<file path="src/hw/core_pkg.sv">
// rv64i core package
`default_nettype none

package core_pkg;

  typedef logic [63:0] xlen_t;

  localparam xlen_t PC_START = 64'h0000_0000_8000_0000;

  localparam logic [6:0] OP_IMM    = 7'h13;
  localparam logic [6:0] OP_REG    = 7'h33;
  localparam logic [6:0] OP_LOAD   = 7'h03;
  localparam logic [6:0] OP_STORE  = 7'h23;
  localparam logic [6:0] OP_BRANCH = 7'h63;
  localparam logic [6:0] OP_JAL    = 7'h6f;
  localparam logic [6:0] OP_TRAP   = 7'h6b;

  typedef struct packed {
    logic [6:0] funct7;
    logic [4:0] rs2;
    logic [4:0] rs1;
    logic [2:0] funct3;
    logic [4:0] rd;
    logic [6:0] opcode;
  } r_fmt_t;

  typedef struct packed {
    logic [11:0] imm12;
    logic [4:0]  rs1;
    logic [2:0]  funct3;
    logic [4:0]  rd;
    logic [6:0]  opcode;
  } i_fmt_t;

  // same 32-bit word, seen through either field layout
  typedef union packed {
    logic [31:0] word;
    r_fmt_t      r;
    i_fmt_t      i;
  } inst_t;

  typedef enum logic [2:0] {
    ADD,
    SUB,
    AND,
    OR,
    XOR,
    PASS_B
  } alu_op_e;

  typedef struct packed {
    alu_op_e    alu_op;
    xlen_t      op1;
    xlen_t      op2;
    logic       branch;
    logic       jal;
    xlen_t      pc;
    xlen_t      imm;
    logic       rd_wen;
    logic [4:0] rd_addr;
    logic       mem_ren;
    logic       mem_wen;
    xlen_t      store_data;
  } id_ex_t;

  typedef struct packed {
    xlen_t result;
    logic  pc_jmp;
    xlen_t pc_jmpaddr;
  } ex_out_t;

  typedef struct packed {
    logic        valid;
    xlen_t       pc;
    logic [31:0] inst;
    logic        wen;
    logic [7:0]  wdest;
    xlen_t       wdata;
  } commit_t;

endpackage

`default_nettype wire

</file>
<file path="src/hw/regfile.sv">
// integer register file
`default_nettype none

module regfile import core_pkg::*; (
  input  logic       clock,
  input  logic       reset,
  input  logic       w_ena_i,
  input  logic [4:0] w_addr_i,
  input  xlen_t      w_data_i,
  input  logic [4:0] r_addr1_i,
  input  logic [4:0] r_addr2_i,
  output xlen_t      r_data1_o,
  output xlen_t      r_data2_o,
  output xlen_t      a0_o
);

  xlen_t regs [32];

  always_ff @(posedge clock) begin
    if (reset) begin
      for (int i = 0; i < 32; i++) begin
        regs[i] <= '0;
      end
    end else if (w_ena_i && w_addr_i != 5'd0) begin
      regs[w_addr_i] <= w_data_i;
    end
  end

  assign r_data1_o = regs[r_addr1_i];
  assign r_data2_o = regs[r_addr2_i];
  assign a0_o      = regs[10];

endmodule

`default_nettype wire

</file>
<file path="config.mk">
export PLATFORM = sky130hd
export DESIGN_NAME = regfile
export DESIGN_NICKNAME = d
export VERILOG_FILES = /design/src/hw/core_pkg.sv /design/src/hw/regfile.sv
export SDC_FILE = /design/constraint.sdc
export NUM_CORES = 2
export LEC_CHECK = 0
export BUFFER_PORTS_ARGS = -buffer_cell sky130_fd_sc_hd__clkbuf_2
export CAP_MARGIN = 20
export CORE_ASPECT_RATIO = 1.25
export CORE_MARGIN = 1.5
export CORE_UTILIZATION = 40
export CTS_BUF_LIST = sky130_fd_sc_hd__clkbuf_8 sky130_fd_sc_hd__clkbuf_16
export CTS_CLUSTER_SIZE = 25
export DETAILED_ROUTE_END_ITERATION = 6
export PLACE_DENSITY = 0.61
export SYNTH_ARGS = -nofsm -noshare
export SYNTH_HDL_FRONTEND = slang
export SYNTH_SLANG_ARGS = --single-unit
</file>
<file path="constraint.sdc">
create_clock -name clock -period 3.1 [get_ports clock]
set_input_delay 0.155 -clock clock [delete_from_list [all_inputs] [get_ports clock]]
set_output_delay 0.155 -clock clock [all_outputs]
set_load 0.005 [all_outputs]
</file>
## Word-level counts from Yosys, hierarchy flattened

Memory sizes are Yosys's and may differ from the RTL's.
Index checks and enable logic that the tools add are counted.

| storage, ports and cells | value |
|---|---|
| memories kept | 1 |
| flip-flop bits (word level) | 0 |
| bits in writable memories | 2,048 |

| operators by class | value |
|---|---|
| reductions and logical operators | 3 |
| muxes and demuxes | 8 |

Memories:

| name | words | bits a word | read ports | clocked after memory_dff | write ports | line | RTL |
|---|---|---|---|---|---|---|---|
| regs | 32 | 64 | 3 | 0 | 32 | regfile.sv:17 | `xlen_t regs [32];` |

Operator list:

| cell | number |
|---|---|
| $mux 64 | 1 |
| $reduce_or 64->1 | 1 |
| $mux 1 | 6 |
| $mux 5 | 1 |
| $reduce_bool 5->1 | 1 |
| $logic_and 1x1->1 | 1 |

## Depth between registers and ports, before layout

| depth | value |
|---|---|
| depth after elaboration | 7 |
| depth in mapped cells | 8 |

## Worst setup path before layout

Ideal clock, no wire load.

| path | value |
|---|---|
| path type | input to register |
| start | input port reset |
| end | memory regs[0][0] (netlist name) (enable) |
| arrival | 1.905 ns |
| slack | 0.751 ns |
| library setup time | 0.444 ns |
| stages on the path | 1 |
| path through | clkbuf_1 |

RTL lines:

| what | line | RTL |
|---|---|---|
| from (decl) | regfile.sv:6 | `input logic reset,` |
| to (decl) | regfile.sv:17 |  |

==> flow_metrics.py <==
metrics = {
    "status": {
        "status": "finished with violations",
        "failed_checks": "design-rule violations, negative setup slack",
    },
    "timing": {
        "rsz0062_at_grt": "false",
        "hold_ws_ns": 0.00352,
        "hold_violations": 0,
        "final-setup-viol-count": 4,
        "period_share_pct": 101,
        "setup_slack_ns": -0.0238,
        "worst_slew_pin_slew_ns": 1.12,
        "finalMaxSlewViolations": 0,
        "fmax_ghz": 0.320,
        "layout_min_cycle_time_ns": 3.12,
        "max_slew_margin_pct": 25.2,
        "finalSetupTns_ns": -0.0610,
    },
    "synthesis": {
        "synth_warnings": 0,
        "synth_adder_area_share_pct": 0,
        "muxShareOfSynthArea_pct": 21.4,
        "synth_top_family_by_area": "multiplexers",
        "synth_area_sq_um": 107000,
        "async_flop_share_pct": 0,
        "syn_avg_cell_area_sq_um": 15.2,
        "synth-main-ff-cell": "edfxtp_1",
        "synth_seq_cells": 2048,
        "synth_cell_types": 41,
        "synth_edf_count": 2048,
        "synth_compound_area_share_pct": 3.94,
        "syn_inst": 7001,
        "synthSimpleGateAreaFrac_pct": 13.6,
        "synth_xor_xnor_area_share_pct": 0,
        "synth-seq-area-share_pct": 57.6,
    },
    "finish": {
        "nets": 7399,
        "syn2layout_area_growth_pct": 15.5,
        "stdcell_count": 11000,
        "largest_reg_flops": 2048,
        "top_regs": "regs: 2048 flops",
        "final_area_sq_um": 123000,
        "regArea_sq_um": 61500,
        "top_register": "regs",
        "fillers": 22600,
        "most-common-layout-cells": "2048 x edfxtp_1, 1990 x and2_1, 869 x mux4_2",
        "drive_gt1_share_pct": 27.5,
        "final_common_cell": "edfxtp_1",
        "multi_input_area_sq_um": 42300,
    },
    "global_routing": {
        "grt_pass1_vias": 72700,
        "grt_pass1_wl_mm": 610,
        "grt_max_degree": 90,
        "globalRouteTotalUtil_pct": 33.0,
        "gr-total-overflow": 0,
        "antenna_found_initial": 69,
    },
    "power": {
        "p_switching_uw": 17500,
        "switching_share_pct": 25.8,
        "clockPowerShare_pct": 38.6,
        "irDropWorstVdd_uv": 624,
        "power.density_nw_per_um2": 550,
        "comb_power_share_pct": 12.9,
        "pwr-share-seq_pct": 48.5,
        "power_leakage_uw": 0.0428,
        "internal_power_uw": 50300,
    },
    "floorplanning": {
        "core_area_sq_um": 265000,
        "die_h_um": 580,
        "die-area_sq_um": 270000,
        "ios": 274,
        "rows": 211,
        "initial_core_util_pct": 40.3,
        "die_w_um": 465,
    },
    "critical_path": {
        "cp-end-kind": "primary output",
        "crit_path_start_kind": "flip-flop",
        "crit_type": "reg2out",
        "worstPathMaxFanout": 3,
        "worstPathArrival_ns": 2.97,
        "required_ns": 2.94,
    },
    "placed_design": {
        "place_ws_ns": 0.0543,
        "gp_congestion": 0.915,
        "dp_hpwl_mm": 261,
        "portBuffers": 273,
        "placed_area_sq_um": 116000,
        "dp.cells": 10600,
    },
    "routing": {
        "drt-total-wl_mm": 456,
        "ant_nets": 0,
        "drt-met1-wl_mm": 149,
        "num_vias": 74200,
        "wl_met3_mm": 61.1,
        "drt_iter0_drc": 13700,
        "wl_per_cell_um": 41.2,
        "viasPerCell": 6.72,
        "first_pass_iters": 7,
        "highest_layer": "met5",
        "wl_met2_mm": 206,
        "route.detailed.drc": 86,
    },
    "cts": {
        "cts_sinks": 2048,
        "clkTransAtPathRegs_ns": 0.06,
        "cts_inserted_buffers": 215,
        "tritoncts": "built",
        "htree_num_levels": 4,
        "cts_buffer_depth": 4,
        "root_buffer": "clkbuf_16",
    },
    "worst_hold_path": {
        "hp-class": "in2reg",
    },
    "run": {
        "drv_cap": 0,
    },
}
==> worst max-delay path, cell delays in order, from the launching register on <==
cell and delay, ns:
edfxtp_1 0.53, mux2i_1 0.16, a22oi_1 0.16, a21oi_1 0.09
nor4_1 0.74, buf_4 0.26, clkbuf_2 0.11
==> stage by stage <==
stage	util (%)	total power, uW
after global routing	46.5	69000
after detailed placement	43.7	41900
final	46.6	67800
after CTS	46.5	67600
after global placement	43.7	41700
after floorplan	-	37600
==> power by group through the flow <==
stage / combinational (uW) / sequential (uW) / clock [uW]
finish: 8740 / 32900 / 26100
global route: 8890 / 33000 / 27100
detailed placement: 8480 / 33400 / 0
floorplan: 4570 / 33000 / 0
CTS: 8570 / 32800 / 26100
global placement: 8410 / 33300 / 0
==> area by class of cell <==
cell class,instances,share of cell area [%]
Sequential cell,2048,49.9
Multi-Input combinational cell,4245,34.3
Antenna cell,47,0.0954
Inverter,1,0.00304
Clock buffer,216,4.38
Clock inverter,168,1.21
Tap cell,3514,3.57
Timing Repair Buffer,806,6.51
==> metal layers <==
metal / track usage, % / vias up
li1: - / 27800
met1: 39.6 / 37900
met2: 50.6 / 6800
met3: 9.50 / 1721
met4: 24.8 / 22
met5: 0 / -
==> worst paths after layout <==
check	start	to	slack (ns)	depth (start not counted)
worst max-delay path	regs[10][13]	r_data1_o[13]	-0.02	6
worst min-delay path	w_data_i[11]	regs[10][11]	0.004	2
==> cell usage after synthesis (all sizes together), types with 36 or more instances <==
cell / n / area (sq um)
edfxtp: 2048 / 61500
and2: 1991 / 12500
mux4: 869 / 19600
clkbuf: 495 / 1920
o22ai: 326 / 2040
mux2i: 286 / 2860
buf: 275 / 1770
a22oi: 196 / 1470
nor4: 95 / 594
nor2: 69 / 262
nand3: 48 / 240
nor2b: 46 / 288
a21oi: 41 / 205
or2: 37 / 231
a211oi: 36 / 270
==> what timing repair did <==
item	CTS	global route
hold buffers	54	0
endpoints found under the setup margin	3	4
endpoints found under the hold margin	1433	0
setup buffers	0	0
pin swaps	1	0
gates resized for setup	2	6
==> cells by family (layout without fill, tap and decap cells) <==
family	Yosys count	count (layout)
DFF	2048	2048
and+or+nand+nor	2367	2367
buffers and inverters	771	1191
other	1	111
AOI/OAI and AO/OA	627	627
muxes	1187	1187
(Power assumes the default switching activity.)
