### config.mk
export PLATFORM = sky130hd
export DESIGN_NAME = commit_monitor
export DESIGN_NICKNAME = d
export VERILOG_FILES = /design/src/hw/core_pkg.sv /design/src/hw/commit_monitor.sv
export SDC_FILE = /design/constraint.sdc
export NUM_CORES = 1
export LEC_CHECK = 0
export ABC_AREA = 1
export BUFFER_PORTS_ARGS = -buffer_cell sky130_fd_sc_hd__buf_2
export CORE_AREA = 2 2 211 213
export CTS_BUF_LIST = sky130_fd_sc_hd__clkbuf_8
export DETAILED_ROUTE_END_ITERATION = 16
export DIE_AREA = 0 0 213 215
export HOLD_SLACK_MARGIN = 0.03
export PLACE_DENSITY_LB_ADDON = 0.08
export SKIP_LAST_GASP = 1
export SLEW_MARGIN = 20
export SYNTH_ARGS = -nofsm -noshare
export SYNTH_HDL_FRONTEND = slang
export SYNTH_SLANG_ARGS = --single-unit
export TNS_END_PERCENT = 30
### constraint.sdc
create_clock -name clock -period 1.4 [get_ports clock]
set_input_delay 0.28 -clock clock [delete_from_list [all_inputs] [get_ports clock]]
set_output_delay 0.28 -clock clock [all_outputs]
set_load 0.05 [all_outputs]
### src/hw/core_pkg.sv
// rv64i core package
`default_nettype none

package core_pkg;

  typedef logic [63:0] xlen_t;

  localparam xlen_t PC_START = 64'h0000_0000_8000_0000;

  localparam logic [6:0] OP_IMM    = 7'h13;
  localparam logic [6:0] OP_REG    = 7'h33;
  localparam logic [6:0] OP_LOAD   = 7'h03;
  localparam logic [6:0] OP_STORE  = 7'h23;
  localparam logic [6:0] OP_BRANCH = 7'h63;
  localparam logic [6:0] OP_JAL    = 7'h6f;
  localparam logic [6:0] OP_TRAP   = 7'h6b;

  typedef struct packed {
    logic [6:0] funct7;
    logic [4:0] rs2;
    logic [4:0] rs1;
    logic [2:0] funct3;
    logic [4:0] rd;
    logic [6:0] opcode;
  } r_fmt_t;

  typedef struct packed {
    logic [11:0] imm12;
    logic [4:0]  rs1;
    logic [2:0]  funct3;
    logic [4:0]  rd;
    logic [6:0]  opcode;
  } i_fmt_t;

  // same 32-bit word, seen through either field layout
  typedef union packed {
    logic [31:0] word;
    r_fmt_t      r;
    i_fmt_t      i;
  } inst_t;

  typedef enum logic [2:0] {
    ADD,
    SUB,
    AND,
    OR,
    XOR,
    PASS_B
  } alu_op_e;

  typedef struct packed {
    alu_op_e    alu_op;
    xlen_t      op1;
    xlen_t      op2;
    logic       branch;
    logic       jal;
    xlen_t      pc;
    xlen_t      imm;
    logic       rd_wen;
    logic [4:0] rd_addr;
    logic       mem_ren;
    logic       mem_wen;
    xlen_t      store_data;
  } id_ex_t;

  typedef struct packed {
    xlen_t result;
    logic  pc_jmp;
    xlen_t pc_jmpaddr;
  } ex_out_t;

  typedef struct packed {
    logic        valid;
    xlen_t       pc;
    logic [31:0] inst;
    logic        wen;
    logic [7:0]  wdest;
    xlen_t       wdata;
  } commit_t;

endpackage

`default_nettype wire

### src/hw/commit_monitor.sv
// commit and trap monitor
`default_nettype none

module commit_monitor import core_pkg::*; (
  input  logic       clock,
  input  logic       reset,
  input  xlen_t      pc_i,
  input  inst_t      inst_i,
  input  logic       wen_i,
  input  logic [4:0] wdest_i,
  input  xlen_t      wdata_i,
  input  logic       is_trap_i,
  input  xlen_t      a0_i,
  output logic       halt_o,
  output commit_t    commit_o,
  output logic       trap_o,
  output logic [7:0] trap_code_o,
  output xlen_t      cycle_cnt_o,
  output xlen_t      instr_cnt_o
);

  always_ff @(posedge clock) begin
    if (reset) begin
      commit_o    <= '0;
      trap_o      <= 1'b0;
      trap_code_o <= '0;
      cycle_cnt_o <= '0;
      instr_cnt_o <= '0;
    end else if (!trap_o) begin
      commit_o.valid <= 1'b1;
      commit_o.pc    <= pc_i;
      commit_o.inst  <= inst_i.word;
      commit_o.wen   <= wen_i;
      commit_o.wdest <= {3'b000, wdest_i};
      commit_o.wdata <= wdata_i;
      trap_o         <= is_trap_i;
      if (is_trap_i) begin
        trap_code_o <= a0_i[7:0];
      end
      cycle_cnt_o <= cycle_cnt_o + 64'd1;
      instr_cnt_o <= instr_cnt_o + 64'd1;
    end else begin
      // core frozen, nothing retires
      commit_o.valid <= 1'b0;
      commit_o.wen   <= 1'b0;
    end
  end

  assign halt_o = trap_o;

endmodule

`default_nettype wire

* After elaboration in Yosys (flattened, before gate mapping) *
Cells that the tools add are included.
W data, S select, Z words.

word-level totals
  register bits after elaboration = 304
  input port bits = 233
  output and inout bits = 308
  word-level logic and storage cells = 17

cells by class
  add/subtract/negate cells = 2
  mux-type cells = 2
  bitwise gates (word level) = 1
  reduce and logical (&&, ||, !) cells = 2

operators with widths
  kind                     number
  $add A64 B1 Y64 const B  2
  $mux W1                  2
  $reduce_and A2 Y1        1
  $reduce_or A2 Y1         1
  $not A1 Y1               1

* Depth between registers and ports, before layout *
  word-level depth = 2
  depth in mapped cells = 12
  mapped depth without buffers = 12

* Worst setup path after synthesis *
No wires, ideal clock.

  kind = register to register
  start = register cycle_cnt_o[1]
  end = register cycle_cnt_o[42]
  library setup time = 0.110 ns
  data arrival time = 1.886 ns
  data required time = 1.290 ns
  path slack = -0.596 ns
  cell stages (with the launch flop) = 13
  path buffers = 0
  period minus slack after synthesis = 1.996 ns
  path through = dfxtp_1 -> ha_1 -> inv_2 -> nor2_1 -> nand2_1 -> nor2_2 -> nand2_1 -> nor2_4 -> nand2_2 -> nor2_1 -> nand2_1 -> nand2_1 -> nor2_1

between the ends
  longest elaborated chain between the ends = 1

ends and longest elaborated chain
  item                    line                  text
  start, declared         commit_monitor.sv:18  output xlen_t cycle_cnt_o,
  start signal, assigned  commit_monitor.sv:40  cycle_cnt_o <= cycle_cnt_o + 64'd1;
  $add A64 B1 Y64         commit_monitor.sv:40

No other way between the ends.
A chain may end at the register's enable or synchronous reset.

* Worst setup path after layout *
  start = register trap_o, in the netlist halt_o
  end = output trap_o

RTL lines
  item                    line                  text
  start, declared         commit_monitor.sv:16  output logic trap_o,
  start signal, assigned  commit_monitor.sv:36  trap_o <= is_trap_i;

No word-level cell between the ends.

==> results.md <==
* Vias in the first global route at 16800
* Layout Nets at 3306
* Largest net degree at the start of global routing at 130
* Clk slew on worst S/H paths at 60 ps
* Share of post-route cells with drive strength above 1 at 49.6%
* Reg-to-reg critical path endpoint: instr_cnt_o[16]
* Mapped Area at 13400 µm²
* Number of port buffers at a little under 500
* Clk buf depth at 3
* Sequential share of the synthesized area at 45.6%
* Pleak at 12.5 nW
* FP Rows at between 70 and 80
* Count leader, synth: nor2_1
* Failing checks: setup timing
* Core footprint at around 44000 µm²
* Post-DR wirelength/cell at 17.0 µm
* Worst hold path endpoint: instr_cnt_o[5]
* Register area at 6560 µm²
* Met3 WL at around 4400 µm
* Hold_sp: reset
* Vias/cell at around 4.6
* Root cell of the clock tree: clkbuf_8
* Hold depth at 4
* Status: complete, but fails checks
* Initial antenna violation count at 9
* Die area at 45800 µm²
* Synth area leaders: dfxtp_1, nor2_1, nand2_1
* Area grow syn2layout at 104%
* Critical path required time at 1120 ps
* Worst EP arrival at around 1400 ps
* Mapped Cells at slightly below 2000
* First-pass DRT Iterations at 5
* Die width at 213 µm
* CP Max Fanout at 3
* H-tree depth at 2
* Gpl congestion at 0.908
* Hold/Removal Path Class: in -> reg
* Slew Viols, Final at 0
* Drc violations at 0
* Power consumption at roughly 0.022 W
* Metal2 WL at 31400 µm
* Worst R2R Setup Slack at -280 ps
* Boundary Pins at 541
* CP endpoint kind: output port
* Most area-hungry cell type in the Yosys netlist: dfxtp_1
* Setup Viol. Count Final at 466
* Peak VDD IR at 0.932 mV
* Synth Register Bits at 304
* Remaining global-route overflow at 0
* Max Used Layer: met4
* Critical path type: reg -> out
* Final ANT Viol Nets at 0
* Routed WL at approximately 63000 µm
* Fmax at about 0.59 GHz
* Placement Setup Slack at -199 ps
* Final Skew at 40.6 ps
* Post-route worst setup slack at -292 ps
* Initial core utilization at 30.6%
* Max_cap viols at 0
* Hpwl dp at 41800 µm
* Fillers at 3786
* Fin. Hold Viols at 0
* Total track usage at around a quarter
* Setup TNS at -55900 ps
* Worst-skew pair later-pin latency at roughly 660 ps
* Worst Reg-to-Reg Cells at 9
* Footprint of the multi-input gates at 8030 µm²
* Top cells by count, synth: nor2_1, nand2_1, dfxtp_1
* Global-route wire length before repair at 90000 µm
* RR Startpoint: instr_cnt_o[0]
* CTS tree: yes
* Total number of vias at approximately 17000
* Final period utilization at 121%
* RSZ-0062 raised after global routing: yes
* Synth top area share at between 40% and 50%
* Yosys warns at 0
* Number of synthesized flops with an enable pin at 0
* Met1 wire length at 25300 µm
* Clock tree sinks at between 300 and 400
* Synth async-reset ratio at 0%
* Synth Flop Type: dfxtp_1
* Unique masters post-synth at 35
* Fin crit period at around 1700 ps
* Critical path startpoint category: register
* Die height at 215 µm
* PD cells at roughly 820 nW/µm²
* Starting DRT DRC Count at 738
* Avg Cell Area, Syn at 6.74 µm²
* CTS buffer count at 57
==> per-stage QoR <==
step | utilization, % | cells | cell area [µm²] | hold slack, ps
floorplan | - | 1983 | 13900 | 415
global placement | 43.6 | 3260 | 19000 | 454
detailed placement | 43.6 | 3260 | 19000 | 462
CTS | 57.2 | 3645 | 25000 | 40.1
global route | 62.4 | 3719 | 27200 | 111
finish | 62.4 | 3719 | 27200 | 112
==> registers in the layout, indices dropped and copies added, names as in the netlist <==
register and count:
cycle_cnt_o 64, commit_o 167, instr_cnt_o 64, halt_o 1, trap_code_o 8
==> power breakdown <==
group / internal (W) / switching (W)
sequential: 0.00888 / 0.000287
combinational: 0.00157 / 0.00282
clock: 0.00469 / 0.00403
==> timing repair <==
| item | 4_1_cts | 5_1_grt |
|---|---|---|
| hold buffers | 175 | 0 |
| endpoints found under the hold margin | 175 | 0 |
| cloned | 0 | 17 |
| resized for setup | 676 | 497 |
| pin swaps | 21 | 149 |
| setup endpoints to repair | 531 | 591 |
| setup buffers | 105 | 50 |
==> final cells by class <==
type	instances	share of cell area, %
Clock buffer	70	3.54
Timing Repair Buffer	1107	37.3
Sequential cell	304	24.1
Multi-Input combinational cell	1459	29.5
Inverter	142	2.04
Clock inverter	36	0.666
Antenna cell	9	0.0827
Tap cell	592	2.72
==> worst max path at each step <==
stage	cells past startpoint	from	endpoint
6_report	3	halt_o	trap_o
5_1_grt	10	halt_o	instr_cnt_o[16]
4_1_cts	3	halt_o	halt_o
3_5_place_dp	11	instr_cnt_o[0]	instr_cnt_o[63]
3_3_place_gp	7	cycle_cnt_o[18]	cycle_cnt_o[21]
2_1_floorplan	12	cycle_cnt_o[1]	cycle_cnt_o[42]
==> critical path, stage by stage, from the launching register on <==
cell and delay (ps):
dfxtp_4 350, buf_12 130, buf_8 120, buf_8 140
==> per-layer routing <==
layer | GRT usage (%) | vias up
met2 | 43.2 | 549
met3 | 6.75 | 125
li1 | - | 8498
met1 | 29.2 | 8086
met5 | 0 | -
met4 | 9.49 | 0
==> cells by family (layout without fill, tap and decap cells) <==
group	Yosys count	count (layout)	share of synthesized area, %
XOR/XNOR	17	17	1.11
AO/OA/AOI/OAI	278	278	10.6
flip-flops	304	304	45.6
other	1	12	0.0281
AND/OR/NAND/NOR	1159	1159	36.1
adder cells (fa/ha/maj)	2	2	0.187
buffers and inverters	220	1355	6.41
==> cells in the final DEF (no fill, tap or decap), types with 40 or more instances in the layout <==
cell type	n
dlygate4sd3_1	175
o21ai_1	76
dfxtp_1	150
a21oi_1	54
nand2_2	88
nand3_1	42
dfxtp_2	40
nor2_2	67
nor2_1	508
nand2_1	222
buf_8	152
o21ai_0	126
buf_4	278
buf_6	136
inv_1	141
nor2_4	95
dfxtp_4	114
buf_2	326
clkbuf_8	70
Note: power is estimated with default switching activity, not from simulation.
