`config.mk`:
```
export PLATFORM = sky130hd
export DESIGN_NAME = id_stage
export DESIGN_NICKNAME = d
export VERILOG_FILES = /design/src/hw/core_pkg.sv /design/src/hw/id_stage.sv
export SDC_FILE = /design/constraint.sdc
export NUM_CORES = 1
export LEC_CHECK = 0
export ABC_AREA = 1
export BUFFER_PORTS_ARGS = -buffer_cell sky130_fd_sc_hd__buf_2
export CORE_AREA = 3 3 346 348
export DETAILED_ROUTE_END_ITERATION = 8
export DIE_AREA = 0 0 349 351
export PLACE_DENSITY = 0.3
export SLEW_MARGIN = 5
export SYNTH_ARGS = -nofsm -noshare
export SYNTH_HDL_FRONTEND = slang
export SYNTH_SLANG_ARGS = --single-unit
```
`constraint.sdc`:
```
create_clock -name vclk -period 2.2
set_input_delay 0.11 -clock vclk [all_inputs]
set_output_delay 0.11 -clock vclk [all_outputs]
set_load 0.05 [all_outputs]
```
`src/hw/core_pkg.sv`:
```
// rv64i core package
`default_nettype none

package core_pkg;

  typedef logic [63:0] xlen_t;

  localparam xlen_t PC_START = 64'h0000_0000_8000_0000;

  localparam logic [6:0] OP_IMM    = 7'h13;
  localparam logic [6:0] OP_REG    = 7'h33;
  localparam logic [6:0] OP_LOAD   = 7'h03;
  localparam logic [6:0] OP_STORE  = 7'h23;
  localparam logic [6:0] OP_BRANCH = 7'h63;
  localparam logic [6:0] OP_JAL    = 7'h6f;
  localparam logic [6:0] OP_TRAP   = 7'h6b;

  typedef struct packed {
    logic [6:0] funct7;
    logic [4:0] rs2;
    logic [4:0] rs1;
    logic [2:0] funct3;
    logic [4:0] rd;
    logic [6:0] opcode;
  } r_fmt_t;

  typedef struct packed {
    logic [11:0] imm12;
    logic [4:0]  rs1;
    logic [2:0]  funct3;
    logic [4:0]  rd;
    logic [6:0]  opcode;
  } i_fmt_t;

  // same 32-bit word, seen through either field layout
  typedef union packed {
    logic [31:0] word;
    r_fmt_t      r;
    i_fmt_t      i;
  } inst_t;

  typedef enum logic [2:0] {
    ADD,
    SUB,
    AND,
    OR,
    XOR,
    PASS_B
  } alu_op_e;

  typedef struct packed {
    alu_op_e    alu_op;
    xlen_t      op1;
    xlen_t      op2;
    logic       branch;
    logic       jal;
    xlen_t      pc;
    xlen_t      imm;
    logic       rd_wen;
    logic [4:0] rd_addr;
    logic       mem_ren;
    logic       mem_wen;
    xlen_t      store_data;
  } id_ex_t;

  typedef struct packed {
    xlen_t result;
    logic  pc_jmp;
    xlen_t pc_jmpaddr;
  } ex_out_t;

  typedef struct packed {
    logic        valid;
    xlen_t       pc;
    logic [31:0] inst;
    logic        wen;
    logic [7:0]  wdest;
    xlen_t       wdata;
  } commit_t;

endpackage

`default_nettype wire

```
`src/hw/id_stage.sv`:
```
// instruction decode
`default_nettype none

module id_stage import core_pkg::*; (
  input  inst_t      inst_i,
  input  xlen_t      pc_i,
  input  logic       halt_i,
  input  xlen_t      rs1_data_i,
  input  xlen_t      rs2_data_i,
  input  xlen_t      mem_rdata_i,
  output logic [4:0] rs1_addr_o,
  output logic [4:0] rs2_addr_o,
  output logic       mem_ren_o,
  output logic       mem_wen_o,
  output xlen_t      mem_addr_o,
  output xlen_t      mem_wdata_o,
  output id_ex_t     ex_o,
  input  xlen_t      ex_result_i,
  output logic       rd_wen_o,
  output logic [4:0] rd_addr_o,
  output xlen_t      rd_data_o,
  output logic       is_trap_o
);

  xlen_t      imm_i;
  xlen_t      imm_s;
  xlen_t      imm_b;
  xlen_t      imm_j;
  logic [6:0] opcode;
  logic [2:0] funct3;

  assign opcode     = inst_i.r.opcode;
  assign funct3     = inst_i.r.funct3;
  assign rs1_addr_o = inst_i.r.rs1;
  assign rs2_addr_o = inst_i.r.rs2;

  assign imm_i = {{52{inst_i.i.imm12[11]}}, inst_i.i.imm12};
  assign imm_s = {{52{inst_i.r.funct7[6]}}, inst_i.r.funct7, inst_i.r.rd};
  assign imm_b = {{52{inst_i.r.funct7[6]}}, inst_i.r.rd[0], inst_i.r.funct7[5:0],
                  inst_i.r.rd[4:1], 1'b0};
  // j-type bits 19:12 sit where rs1 and funct3 live in the i view
  assign imm_j = {{44{inst_i.i.imm12[11]}}, inst_i.i.rs1, inst_i.i.funct3,
                  inst_i.i.imm12[0], inst_i.i.imm12[10:1], 1'b0};

  always_comb begin
    ex_o            = '0;
    ex_o.alu_op     = PASS_B;
    ex_o.pc         = pc_i;
    ex_o.op1        = rs1_data_i;
    ex_o.op2        = rs2_data_i;
    ex_o.imm        = imm_i;
    ex_o.store_data = rs2_data_i;
    ex_o.rd_addr    = inst_i.r.rd;
    case (opcode)
      OP_IMM: begin
        ex_o.op2    = imm_i;
        ex_o.alu_op = ADD;
        ex_o.rd_wen = 1'b1;
      end
      OP_REG: begin
        ex_o.rd_wen = 1'b1;
        case (funct3)
          3'b000:  ex_o.alu_op = inst_i.r.funct7[5] ? SUB : ADD;
          3'b100:  ex_o.alu_op = XOR;
          3'b110:  ex_o.alu_op = OR;
          3'b111:  ex_o.alu_op = AND;
          default: ex_o.rd_wen = 1'b0;
        endcase
      end
      OP_LOAD: begin
        ex_o.op2     = imm_i;
        ex_o.alu_op  = ADD;
        ex_o.mem_ren = 1'b1;
        ex_o.rd_wen  = 1'b1;
      end
      OP_STORE: begin
        ex_o.imm     = imm_s;
        ex_o.op2     = imm_s;
        ex_o.alu_op  = ADD;
        ex_o.mem_wen = !halt_i;
      end
      OP_BRANCH: begin
        ex_o.imm    = imm_b;
        // bne only
        ex_o.branch = (funct3 == 3'b001);
      end
      OP_JAL: begin
        ex_o.imm    = imm_j;
        ex_o.jal    = 1'b1;
        ex_o.rd_wen = 1'b1;
      end
      default: ;
    endcase
    if (ex_o.rd_addr == 5'd0 || halt_i) begin
      ex_o.rd_wen = 1'b0;
    end
  end

  // load/store address comes back from the alu
  assign mem_addr_o  = ex_result_i;
  assign mem_wdata_o = ex_o.store_data;
  assign mem_ren_o   = ex_o.mem_ren;
  assign mem_wen_o   = ex_o.mem_wen;

  assign rd_wen_o  = ex_o.rd_wen;
  assign rd_addr_o = ex_o.rd_addr;
  assign rd_data_o = ex_o.jal     ? pc_i + 64'd4 :
                     ex_o.mem_ren ? mem_rdata_i  : ex_result_i;

  assign is_trap_o = (opcode == OP_TRAP);

endmodule

`default_nettype wire

```
# Word level (Yosys, flattened, before mapping)
# Index checks and enable logic that the tools add are counted.
[totals]
ff_bits = 0
inputBits = 353
out_inout_bits = 544
wordCells = 34
[op_classes]
n_addsub = 1
n_eq_ne = 11
n_mux = 14
reduce_logical = 8
[ops]
columns = ["op", "n"]
rows = [
  ["$mux W64", 2],
  ["$pmux W64 S2", 1],
  ["$add A64 B3 Y64 const B", 1],
  ["$pmux W20 S3", 1],
  ["$eq A7 B7 Y1 const B", 3],
  ["$eq A7 B6 Y1 const B", 2],
  ["$pmux W3 S4", 1],
  ["$eq A3 B3 Y1 const B", 3],
  ["$eq A7 B2 Y1 const B", 1],
  ["$eq A7 B5 Y1 const B", 1],
  ["$mux W1", 7],
  ["$pmux W3 S2", 1],
  ["$reduce_or A3 Y1", 2],
  ["$logic_not A5 Y1", 1],
  ["$reduce_or A4 Y1", 1],
  ["$eq A3 B1 Y1 const B", 1],
  ["$logic_not A3 Y1", 1],
  ["$pmux W1 S2", 1],
  ["$reduce_or A2 Y1", 1],
  ["$logic_not A1 Y1", 1],
  ["$logic_or A1 B1 Y1", 1],
]

# Longest topological paths before layout
# Gate-level depths: netlist of the first run.
[depth]
word_depth = 5
ltp_mapped = 11
mapped_depth_nobuf = 11

# Least setup slack after synthesis of the first run
# No wires, ideal clock.
[synth_timing]
path_type = "in2out"
from = "input inst_i[1] (netlist bit)"
to = "output ex_o[64] (netlist bit)"
arrival_time_ns = 2.042
t_required_ns = 2.090
slack_ns = 0.048
path_stages = 7
path_buffers = 1
cell_sequence = "nand2_1 -> inv_2 -> nand2_1 -> nor2_4 -> inv_2 -> nor3_1 -> buf_4"
[synth_via]
elab_chain_len = 2
[synth_rtl]
columns = ["element", "line", "source"]
rows = [
  ["start, declared", "id_stage.sv:5", "input inst_t inst_i,"],
  ["$eq A7 B6 Y1", "id_stage.sv:54", "case (opcode)"],
  ["$mux W1", "id_stage.sv:54", ""],
  ["end, declared", "id_stage.sv:17", "output id_ex_t ex_o,"],
]
# No other way between the ends.

# Final worst setup path of the first run
[layout_timing]
from = "input inst_i[1] (netlist bit)"
to = "output rd_data_o[45]"
[layout_via]
elab_chain_len = 4
elab_cells_between_ends = 6
cone_classes = "2 x eq/ne; 4 x mux"
[layout_rtl]
columns = ["element", "line", "source"]
rows = [
  ["$eq A7 B2 Y1", "id_stage.sv:54", ""],
  ["$mux W1", "id_stage.sv:54", ""],
  ["$mux W64", "id_stage.sv:108", "ex_o.mem_ren ? mem_rdata_i : ex_result_i;"],
  ["$mux W64 (*)", "id_stage.sv:107", "assign rd_data_o = ex_o.jal ? pc_i + 64'd4 :"],
  ["end, declared", "id_stage.sv:21", "output xlen_t rd_data_o,"],
]
# Mark *: on every way between the ends. The rest lies on a longest branch, timed or not.

==> impl_metrics.yaml, run 1 <==
status:
  outcome: "complete, no violations"
placed_design:
  place_inst: 3383
  hpwl_um: 64880
  io_buffer_count: 769
  place_congestion: 0.8333
routing:
  detail-route-antenna-nets: 0
  drc: 0
  drt-initial-drc-count: 445
  drt-pass1-iter-count: 5
  via_per_inst: 2.965
  num_vias: 10040
  wire_per_inst_um: 20.63
  wirelength_um: 69850
power:
  power.leakage_nw: 6.165
  comb_power_share_pct: 100.0
  worst_ir_drop_vdd_mv: 0.2694
  power_mw: 3.417
  clockPowerShare_pct: 0
  p_int_mw: 0.8098
  powerDensity_mw_per_mm2: 292.8
  p_sw_mw: 2.607
  seqPwrFrac_pct: 0
  swShare_pct: 76.30
worst_hold_path:
  hp-class: "in2out"
grt:
  grt_usage_pct: 10.63
  overflow: 0
  grt_pass1_wl_um: 88700
  grt_max_degree: 54
  antenna_found_initial: 13
  grt_pass1_vias: 9914
synthesis:
  synth_common_cells: "buf_4, nand2_1, nor2_1"
  synthCells: 1408
  synth_area_per_cell_um2: 5.209
  yosys-top-cells-area: "buf_4, nand2_1, nor2_1"
  yosys_warnings: 0
  ys_seq_area_share_pct: 0
  synth_top_area_share_pct: 41.15
  synth_compound_area_share_pct: 13.19
  synth_top_family_by_area: "buffers and inverters"
  yosysTopAreaCell: "buf_4"
  yosys.area_share.xor_xnor_pct: 0.5971
  yosysMostFrequentCell: "buf_4"
  yosysUniqueCellTypes: 32
  syn_nets: 1762
  muxShareOfSynthArea_pct: 0
  synthAdderAreaFrac_pct: 0.1706
  syn_area_mm2: 0.007335
  synth_simple_gate_area_share_pct: 36.88
floorplanning:
  die_x_um: 349
  die_h_um: 351
  core_area_mm2: 0.1165
  ioPinCount: 897
  initial_utilization_pct: 6.295
  rows: 125
  dieArea_mm2: 0.1225
critical_path:
  endpoint_kind: "primary output"
  cp_max_fo: 24
  cp.arrival_ns: 1.94
  startpoint_type: "input port"
  critPathKind: "in2out"
  cp.required_ns: 2.09
timing:
  slew_viol_final: 0
  period_minus_slack_ns: 2.049
  rsz0062_at_grt: "yes"
  finalSetupViolations: 0
  finalCritPeriodShare_pct: 93.14
  slew_headroom_pct: 65.37
  worst_slew_pin_slew_ns: 0.5175
  max_freq_mhz: 488.0
  hold_viol: 0
final_layout:
  area_delta_synth_final_pct: 59.14
  ff_latch_area_um2: 0
  seq_cell_count: 0
  fillers: 13950
  clockBufferCount: 0
  num-nets-final: 2215
  post_layout_nonfiller_instances: 3385
  multi_input_area_mm2: 0.003855
  layout-drive-gt1-share_pct: 49.87
run:
  drv_cap: 0
clock_network:
  cts_setup_buffers: 0
==> worst max-delay path, stage by stage <==
cell and delay (ns):
buf_2 0.08, nand2_1 0.08, inv_2 0.10, nand2_1 0.11, nor2_4 0.13, nand2_4 0.08, nor2_8 0.14, inv_2 0.19
buf_12 0.22, o21ai_1 0.32, nand2_1 0.08, buf_2 0.22
==> metrics by stage <==
step | setup slack, ns | hold WS, ns | utilization [%] | setup TNS (ns) | cell area [um2]
2_1_floorplan | 0.04756 | 0.3871 | - | 0 | 7335
3_3_place_gp | -0.2576 | 0.2203 | 9.879 | -2.499 | 11510
3_5_place_dp | -0.1994 | 0.2203 | 9.879 | -2.526 | 11510
4_1_cts | -0.03363 | 0.2203 | 9.918 | -0.03363 | 11560
5_1_grt | -0.02784 | 0.2201 | 10.02 | -0.04472 | 11670
6_report | 0.1508 | 0.2200 | 10.02 | 0 | 11670
==> power groups by stage <==
stage | sequential, mW | clock (mW) | combinational, mW
5_1_grt | 0 | 0.0000000608 | 3.59
3_5_place_dp | 0 | 0 | 3.46
3_3_place_gp | 0 | 0 | 3.47
6_report | 0 | 0.000000103 | 3.42
4_1_cts | 0 | 0 | 3.47
2_1_floorplan | 0 | 0 | 2.79
==> cells in the final DEF (no fill, tap or decap), types with 2 or more instances in the layout <==
cell type    n
a21oi_1     58
buf_12      51
buf_2      723
buf_4      105
buf_6        2
clkbuf_4     3
diode_2      2
inv_1      107
inv_2        4
nand2_1    392
nand2_2      8
nand2_4      2
nand3_1     42
nand3_2      6
nand4_1      8
nor2_1     192
nor2_2       9
nor2_4       6
nor3_1       7
nor4_1       2
o211ai_1     2
o21ai_0     46
o21ai_1     46
o21ai_2      2
o21bai_1    15
o221ai_1     4
xor2_1       5
==> cell families after synthesis <==
| group | after synthesis |
|---|---|
| buffers and inverters | 545 |
| AO/OA/AOI/OAI | 179 |
| adder cells (fa/ha/maj) | 1 |
| XOR/XNOR | 5 |
| AND/OR/NAND/NOR | 678 |
==> routing by layer <==
layer | GRT usage (%) | routed length, um | vias to the layer above
li1 | - | - | 4900
met1 | 11.90 | 27000 | 4534
met2 | 20.35 | 36220 | 542
met3 | 1.998 | 4285 | 54
met4 | 2.823 | 2288 | 8
met5 | 0 | 55 | -
==> final cells by class <==
class | count | area share (%)
inverter | 112 | 3.709
tap | 1524 | 16.34
timing repair buffer | 884 | 46.89
antenna | 2 | 0.04288
multi-input combinational | 863 | 33.03
==> final timing paths <==
check / from / end / slack, ns / cells past startpoint
worst max-delay path: inst_i[1] / rd_data_o[45] / 0.15 / 12
worst min-delay path: rs1_data_i[14] / ex_o[280] / 0.22 / 0
==> timing repair <==
item / in CTS / in global routing
resized for setup: 17 / 35
endpoints found under the setup margin: 29 / 37
hold buffers: 0 / 0
pin swaps: 2 / 3
No activity file was read; power rests on OpenSTA's default activity.
==> inputs of run 2 (changes only) <==
--- a/config.mk
+++ b/config.mk
@@ -7,10 +7,12 @@
 export LEC_CHECK = 0
 export ABC_AREA = 1
 export BUFFER_PORTS_ARGS = -buffer_cell sky130_fd_sc_hd__buf_2
-export CORE_AREA = 3 3 346 348
+export CELL_PAD_IN_SITES_DETAIL_PLACEMENT = 1
+export CELL_PAD_IN_SITES_GLOBAL_PLACEMENT = 1
+export CORE_AREA = 3 3 352 354
 export DETAILED_ROUTE_END_ITERATION = 8
-export DIE_AREA = 0 0 349 351
-export PLACE_DENSITY = 0.3
+export DIE_AREA = 0 0 355 357
+export PLACE_DENSITY = 0.37
 export SLEW_MARGIN = 5
 export SYNTH_ARGS = -nofsm -noshare
 export SYNTH_HDL_FRONTEND = slang
==> impl_metrics.yaml, run 2 (synthesis results as in run 1) <==
final_layout:
  layout-drive-gt1-share_pct: 50.03
  fin_area_mm2: 0.01170
  ff_latch_area_um2: 0
  final_common_cell: "buf_2"
  num-nets-final: 2223
  area_delta_synth_final_pct: 59.50
  seq_cell_count: 0
  final_cell_mix: "buf_2, nand2_1, nor2_1"
  clockBufferCount: 0
floorplanning:
  die_h_um: 357
  dieArea_mm2: 0.1267
  ioPinCount: 897
  initial_utilization_pct: 6.042
  core_area_mm2: 0.1214
  die_x_um: 355
  rows: 128
grt:
  grt_pass1_wl_um: 90670
  grt_usage_pct: 10.42
  grt_pass1_vias: 10400
  grt_max_degree: 58
  antenna_found_initial: 16
  overflow: 0
critical_path:
  cpLargestDelayFamily: "buffers and inverters"
  path_cells: "buf_2 > nand2_2 > inv_2 > nand2_1 > nor2_4 > nand2_4 > nor2_8 > buf_16 > o21ai_0 > o21ai_1 > buf_2"
  crit_slowest_cell: "buf_2"
  timing.critical_path.from: "inst_i[1]"
  cp.arrival_ns: 1.94
  critPathKind: "in2out"
  cp_max_fo: 58
  startpoint_type: "input port"
  critical_path.most_common_cell: "buf_2"
  cp.required_ns: 2.09
  critPathMaxStageDelay_ns: 0.29
  cp_num_buf_inv: 4
  endpoint_kind: "primary output"
routing:
  wire_per_inst_um: 20.38
  drt-initial-drc-count: 334
  via_per_inst: 2.906
  detail-route-antenna-nets: 0
  num_vias: 10160
  drt-pass1-iter-count: 4
  drc: 0
  wirelength_um: 71220
worst_hold_path:
  worstHoldPathCells: 0
  hp-class: "in2out"
  worstHoldStart: "rs1_data_i[14]"
  holdPathEnd: "ex_o[280]"
timing:
  finalCritPeriodShare_pct: 93.09
  hold_viol: 0
  finalSetupViolations: 0
  slew_headroom_pct: 67.67
  worst_slew_pin_slew_ns: 0.4833
  slew_viol_final: 0
  rsz0062_at_grt: "no"
  period_minus_slack_ns: 2.048
  max_freq_mhz: 488.3
power:
  power.leakage_nw: 6.131
  powerDensity_mw_per_mm2: 289.3
  power_mw: 3.384
  worst_ir_drop_vdd_mv: 0.1871
placed_design:
  dpl-instance-area_mm2: 0.01152
  io_buffer_count: 769
  place_congestion: 0.7949
  hpwl_um: 66100
clock_network:
  ctsHoldBuffers: 0
run:
  drv_cap: 0
status:
  outcome: "complete, no violations"
## run 2: area by class of cell
type,instances,area [um2]
diodes,3,7.507
fillers,15240,109700
inverters,112,425.4
multi-input cells,863,3836
well taps,1625,2033
repair buffers,892,5396
## run 2: report_power, final
group | total [mW] | switching (mW) | internal [mW]
combinational | 3.38 | 2.60 | 0.781
sequential | 0 | 0 | 0
clock | 0.000000120 | 0 | 0.000000120
## run 2: metrics by stage
| step | setup TNS [ns] | hold WS (ns) | setup WS, ns | utilization [%] | instances |
|---|---|---|---|---|---|
| 2_1_floorplan | 0 | 0.3871 | 0.04756 | - | 1408 |
| 3_3_place_gp | -2.126 | 0.2203 | -0.2119 | 9.489 | 3490 |
| 3_5_place_dp | -1.567 | 0.2203 | -0.1656 | 9.489 | 3490 |
| 4_1_cts | -0.003357 | 0.2203 | -0.002134 | 9.520 | 3490 |
| 5_1_grt | 0 | 0.2201 | 0.01233 | 9.631 | 3492 |
| 6_report | 0 | 0.2200 | 0.1520 | 9.637 | 3495 |
## run 2: per-layer routing
layer  GRT usage [%]  wire (um)  vias up
met1           12.17      28140     4684
met5               0         55        -
met3           2.279       5126       41
met4          0.9567        892        8
li1                -          -     4915
met2           19.92      37000      508
## run 2: worst max path at each step
stage                               end  slack, ns  cells after the start
after global routing      rd_data_o[21]       0.01                     13
after detailed placement  rd_data_o[54]      -0.17                     12
after floorplan                ex_o[64]       0.05                      7
after CTS                 rd_data_o[57]     -0.002                     13
after global placement    rd_data_o[54]      -0.21                     12
final                      rd_data_o[6]       0.15                     11
## run 2: repair_timing
| item | 4_1_cts | 5_1_grt |
|---|---|---|
| pin swaps | 1 | 2 |
| gates resized for setup | 11 | 40 |
| buffers inserted | 0 | 2 |
| hold endpoints to repair | 0 | 0 |
| endpoints found under the setup margin | 21 | 36 |
==> inputs of run 3 (changes only) <==
--- a/config.mk
+++ b/config.mk
@@ -13,6 +13,7 @@
 export DETAILED_ROUTE_END_ITERATION = 8
 export DIE_AREA = 0 0 355 357
 export PLACE_DENSITY = 0.37
+export RECOVER_POWER = 50
 export SLEW_MARGIN = 5
 export SYNTH_ARGS = -nofsm -noshare
 export SYNTH_HDL_FRONTEND = slang
==> impl_metrics.yaml, run 3 (synthesis results as in run 1) <==
status:
  outcome: "complete, no violations"
placed_design:
  dpl-instance-area_mm2: 0.01152
  place_inst: 3490
  hpwl_um: 66100
  io_buffer_count: 769
  place_congestion: 0.7949
floorplanning:
  core_area_mm2: 0.1214
  dieArea_mm2: 0.1267
  initial_utilization_pct: 6.042
  ioPinCount: 897
  die_x_um: 355
  die_h_um: 357
  rows: 128
final_layout:
  final_common_cell: "buf_2"
  final_cell_mix: "buf_2, nand2_1, clkbuf_1"
  seq_cell_count: 0
  ff_latch_area_um2: 0
  post_layout_nonfiller_instances: 3495
  fillers: 15300
  layout-drive-gt1-share_pct: 38.89
  clockBufferCount: 0
  area_delta_synth_final_pct: 55.95
  num-nets-final: 2223
  fin_area_mm2: 0.01144
timing:
  finalSetupViolations: 0
  max_freq_mhz: 491.9
  period_minus_slack_ns: 2.033
  worst_slew_pin_slew_ns: 0.9029
  slew_headroom_pct: 40.07
  slew_viol_final: 0
  rsz0062_at_grt: "no"
  finalCritPeriodShare_pct: 92.40
  hold_viol: 0
clock_network:
  ctsHoldBuffers: 0
grt:
  overflow: 0
  grt_usage_pct: 10.42
  grt_pass1_vias: 10400
  antenna_found_initial: 16
  grt_pass1_wl_um: 90670
  grt_max_degree: 58
worst_hold_path:
  worstHoldPathCells: 0
  hp-class: "in2out"
routing:
  drc: 0
  via_per_inst: 2.900
  drt-initial-drc-count: 305
  wirelength_um: 71170
  wire_per_inst_um: 20.36
  num_vias: 10140
  detail-route-antenna-nets: 0
  drt-pass1-iter-count: 4
critical_path:
  critPathKind: "in2out"
  cp.arrival_ns: 1.92
  cp_max_fo: 58
  endpoint_kind: "primary output"
  cp.required_ns: 2.09
  startpoint_type: "input port"
power:
  worst_ir_drop_vdd_mv: 0.1868
  power.leakage_nw: 5.558
  powerDensity_mw_per_mm2: 291.3
run:
  drv_cap: 0
==> run 3: cell count changes in the layout (fill, tap and decap cells not counted) <==
cell      change
buf_2       -208
clkbuf_1    +208
==> run 3: final timing paths <==
path / slack [ns] / endpoint / start
max: 0.17 / rd_data_o[6] / inst_i[1]
min: 0.22 / ex_o[280] / rs1_data_i[14]
==> run 3: per-layer routing <==
| metal | part of all wire, % | vias to the layer above | global-route usage (%) | wire length [um] |
|---|---|---|---|---|
| met5 | 0.076 | - | 0 | 54 |
| met4 | 1.4 | 8 | 0.9567 | 999 |
| met3 | 6.8 | 53 | 2.279 | 4861 |
| met2 | 52 | 516 | 19.92 | 36880 |
| met1 | 40 | 4642 | 12.17 | 28370 |
| li1 | - | 4916 | - | - |
==> run 3: stage by stage <==
step | total power, mW | hold WS (ns) | setup slack (ns) | setup TNS, ns | util [%]
final | 3.332 | 0.2200 | 0.1672 | 0 | 9.422
after CTS | 3.453 | 0.2203 | -0.002134 | -0.003357 | 9.520
after global placement | 3.440 | 0.2203 | -0.2119 | -2.126 | 9.489
after detailed placement | 3.440 | 0.2203 | -0.1656 | -1.567 | 9.489
after floorplan | 2.788 | 0.3871 | 0.04756 | 0 | -
after global routing | 3.520 | 0.2201 | 0.01233 | 0 | 9.416
==> run 3: timing repair <==
| action | in CTS | in global routing |
|---|---|---|
| gates resized for setup | 11 | 40 |
| pin swaps | 1 | 2 |
| setup buffers | 0 | 2 |
| setup endpoints to repair | 21 | 36 |
==> run 3: area by class of cell <==
cell class	count	area [um2]	area share, %
multi-input combinational	863	3836	33.54
antenna	3	7.507	0.06563
inverter	112	425.4	3.719
timing repair buffer	892	5136	44.90
tap	1625	2033	17.78
==> run 3: worst max-delay path, cell delays in order <==
cell	delay [ns]
buf_2	0.10
nand2_2	0.12
inv_2	0.08
nand2_1	0.09
nor2_4	0.13
nand2_4	0.08
nor2_8	0.24
buf_16	0.26
o21ai_0	0.17
o21ai_1	0.17
buf_2	0.29
==> run 3: power by group <==
part | internal, mW | leakage [nW] | switching, mW
Clock | 0.0000000794 | 0.0000160 | 0
Sequential | 0 | 0 | 0
Combinational | 0.723 | 5.56 | 2.61
Total | 0.723 | 5.56 | 2.61
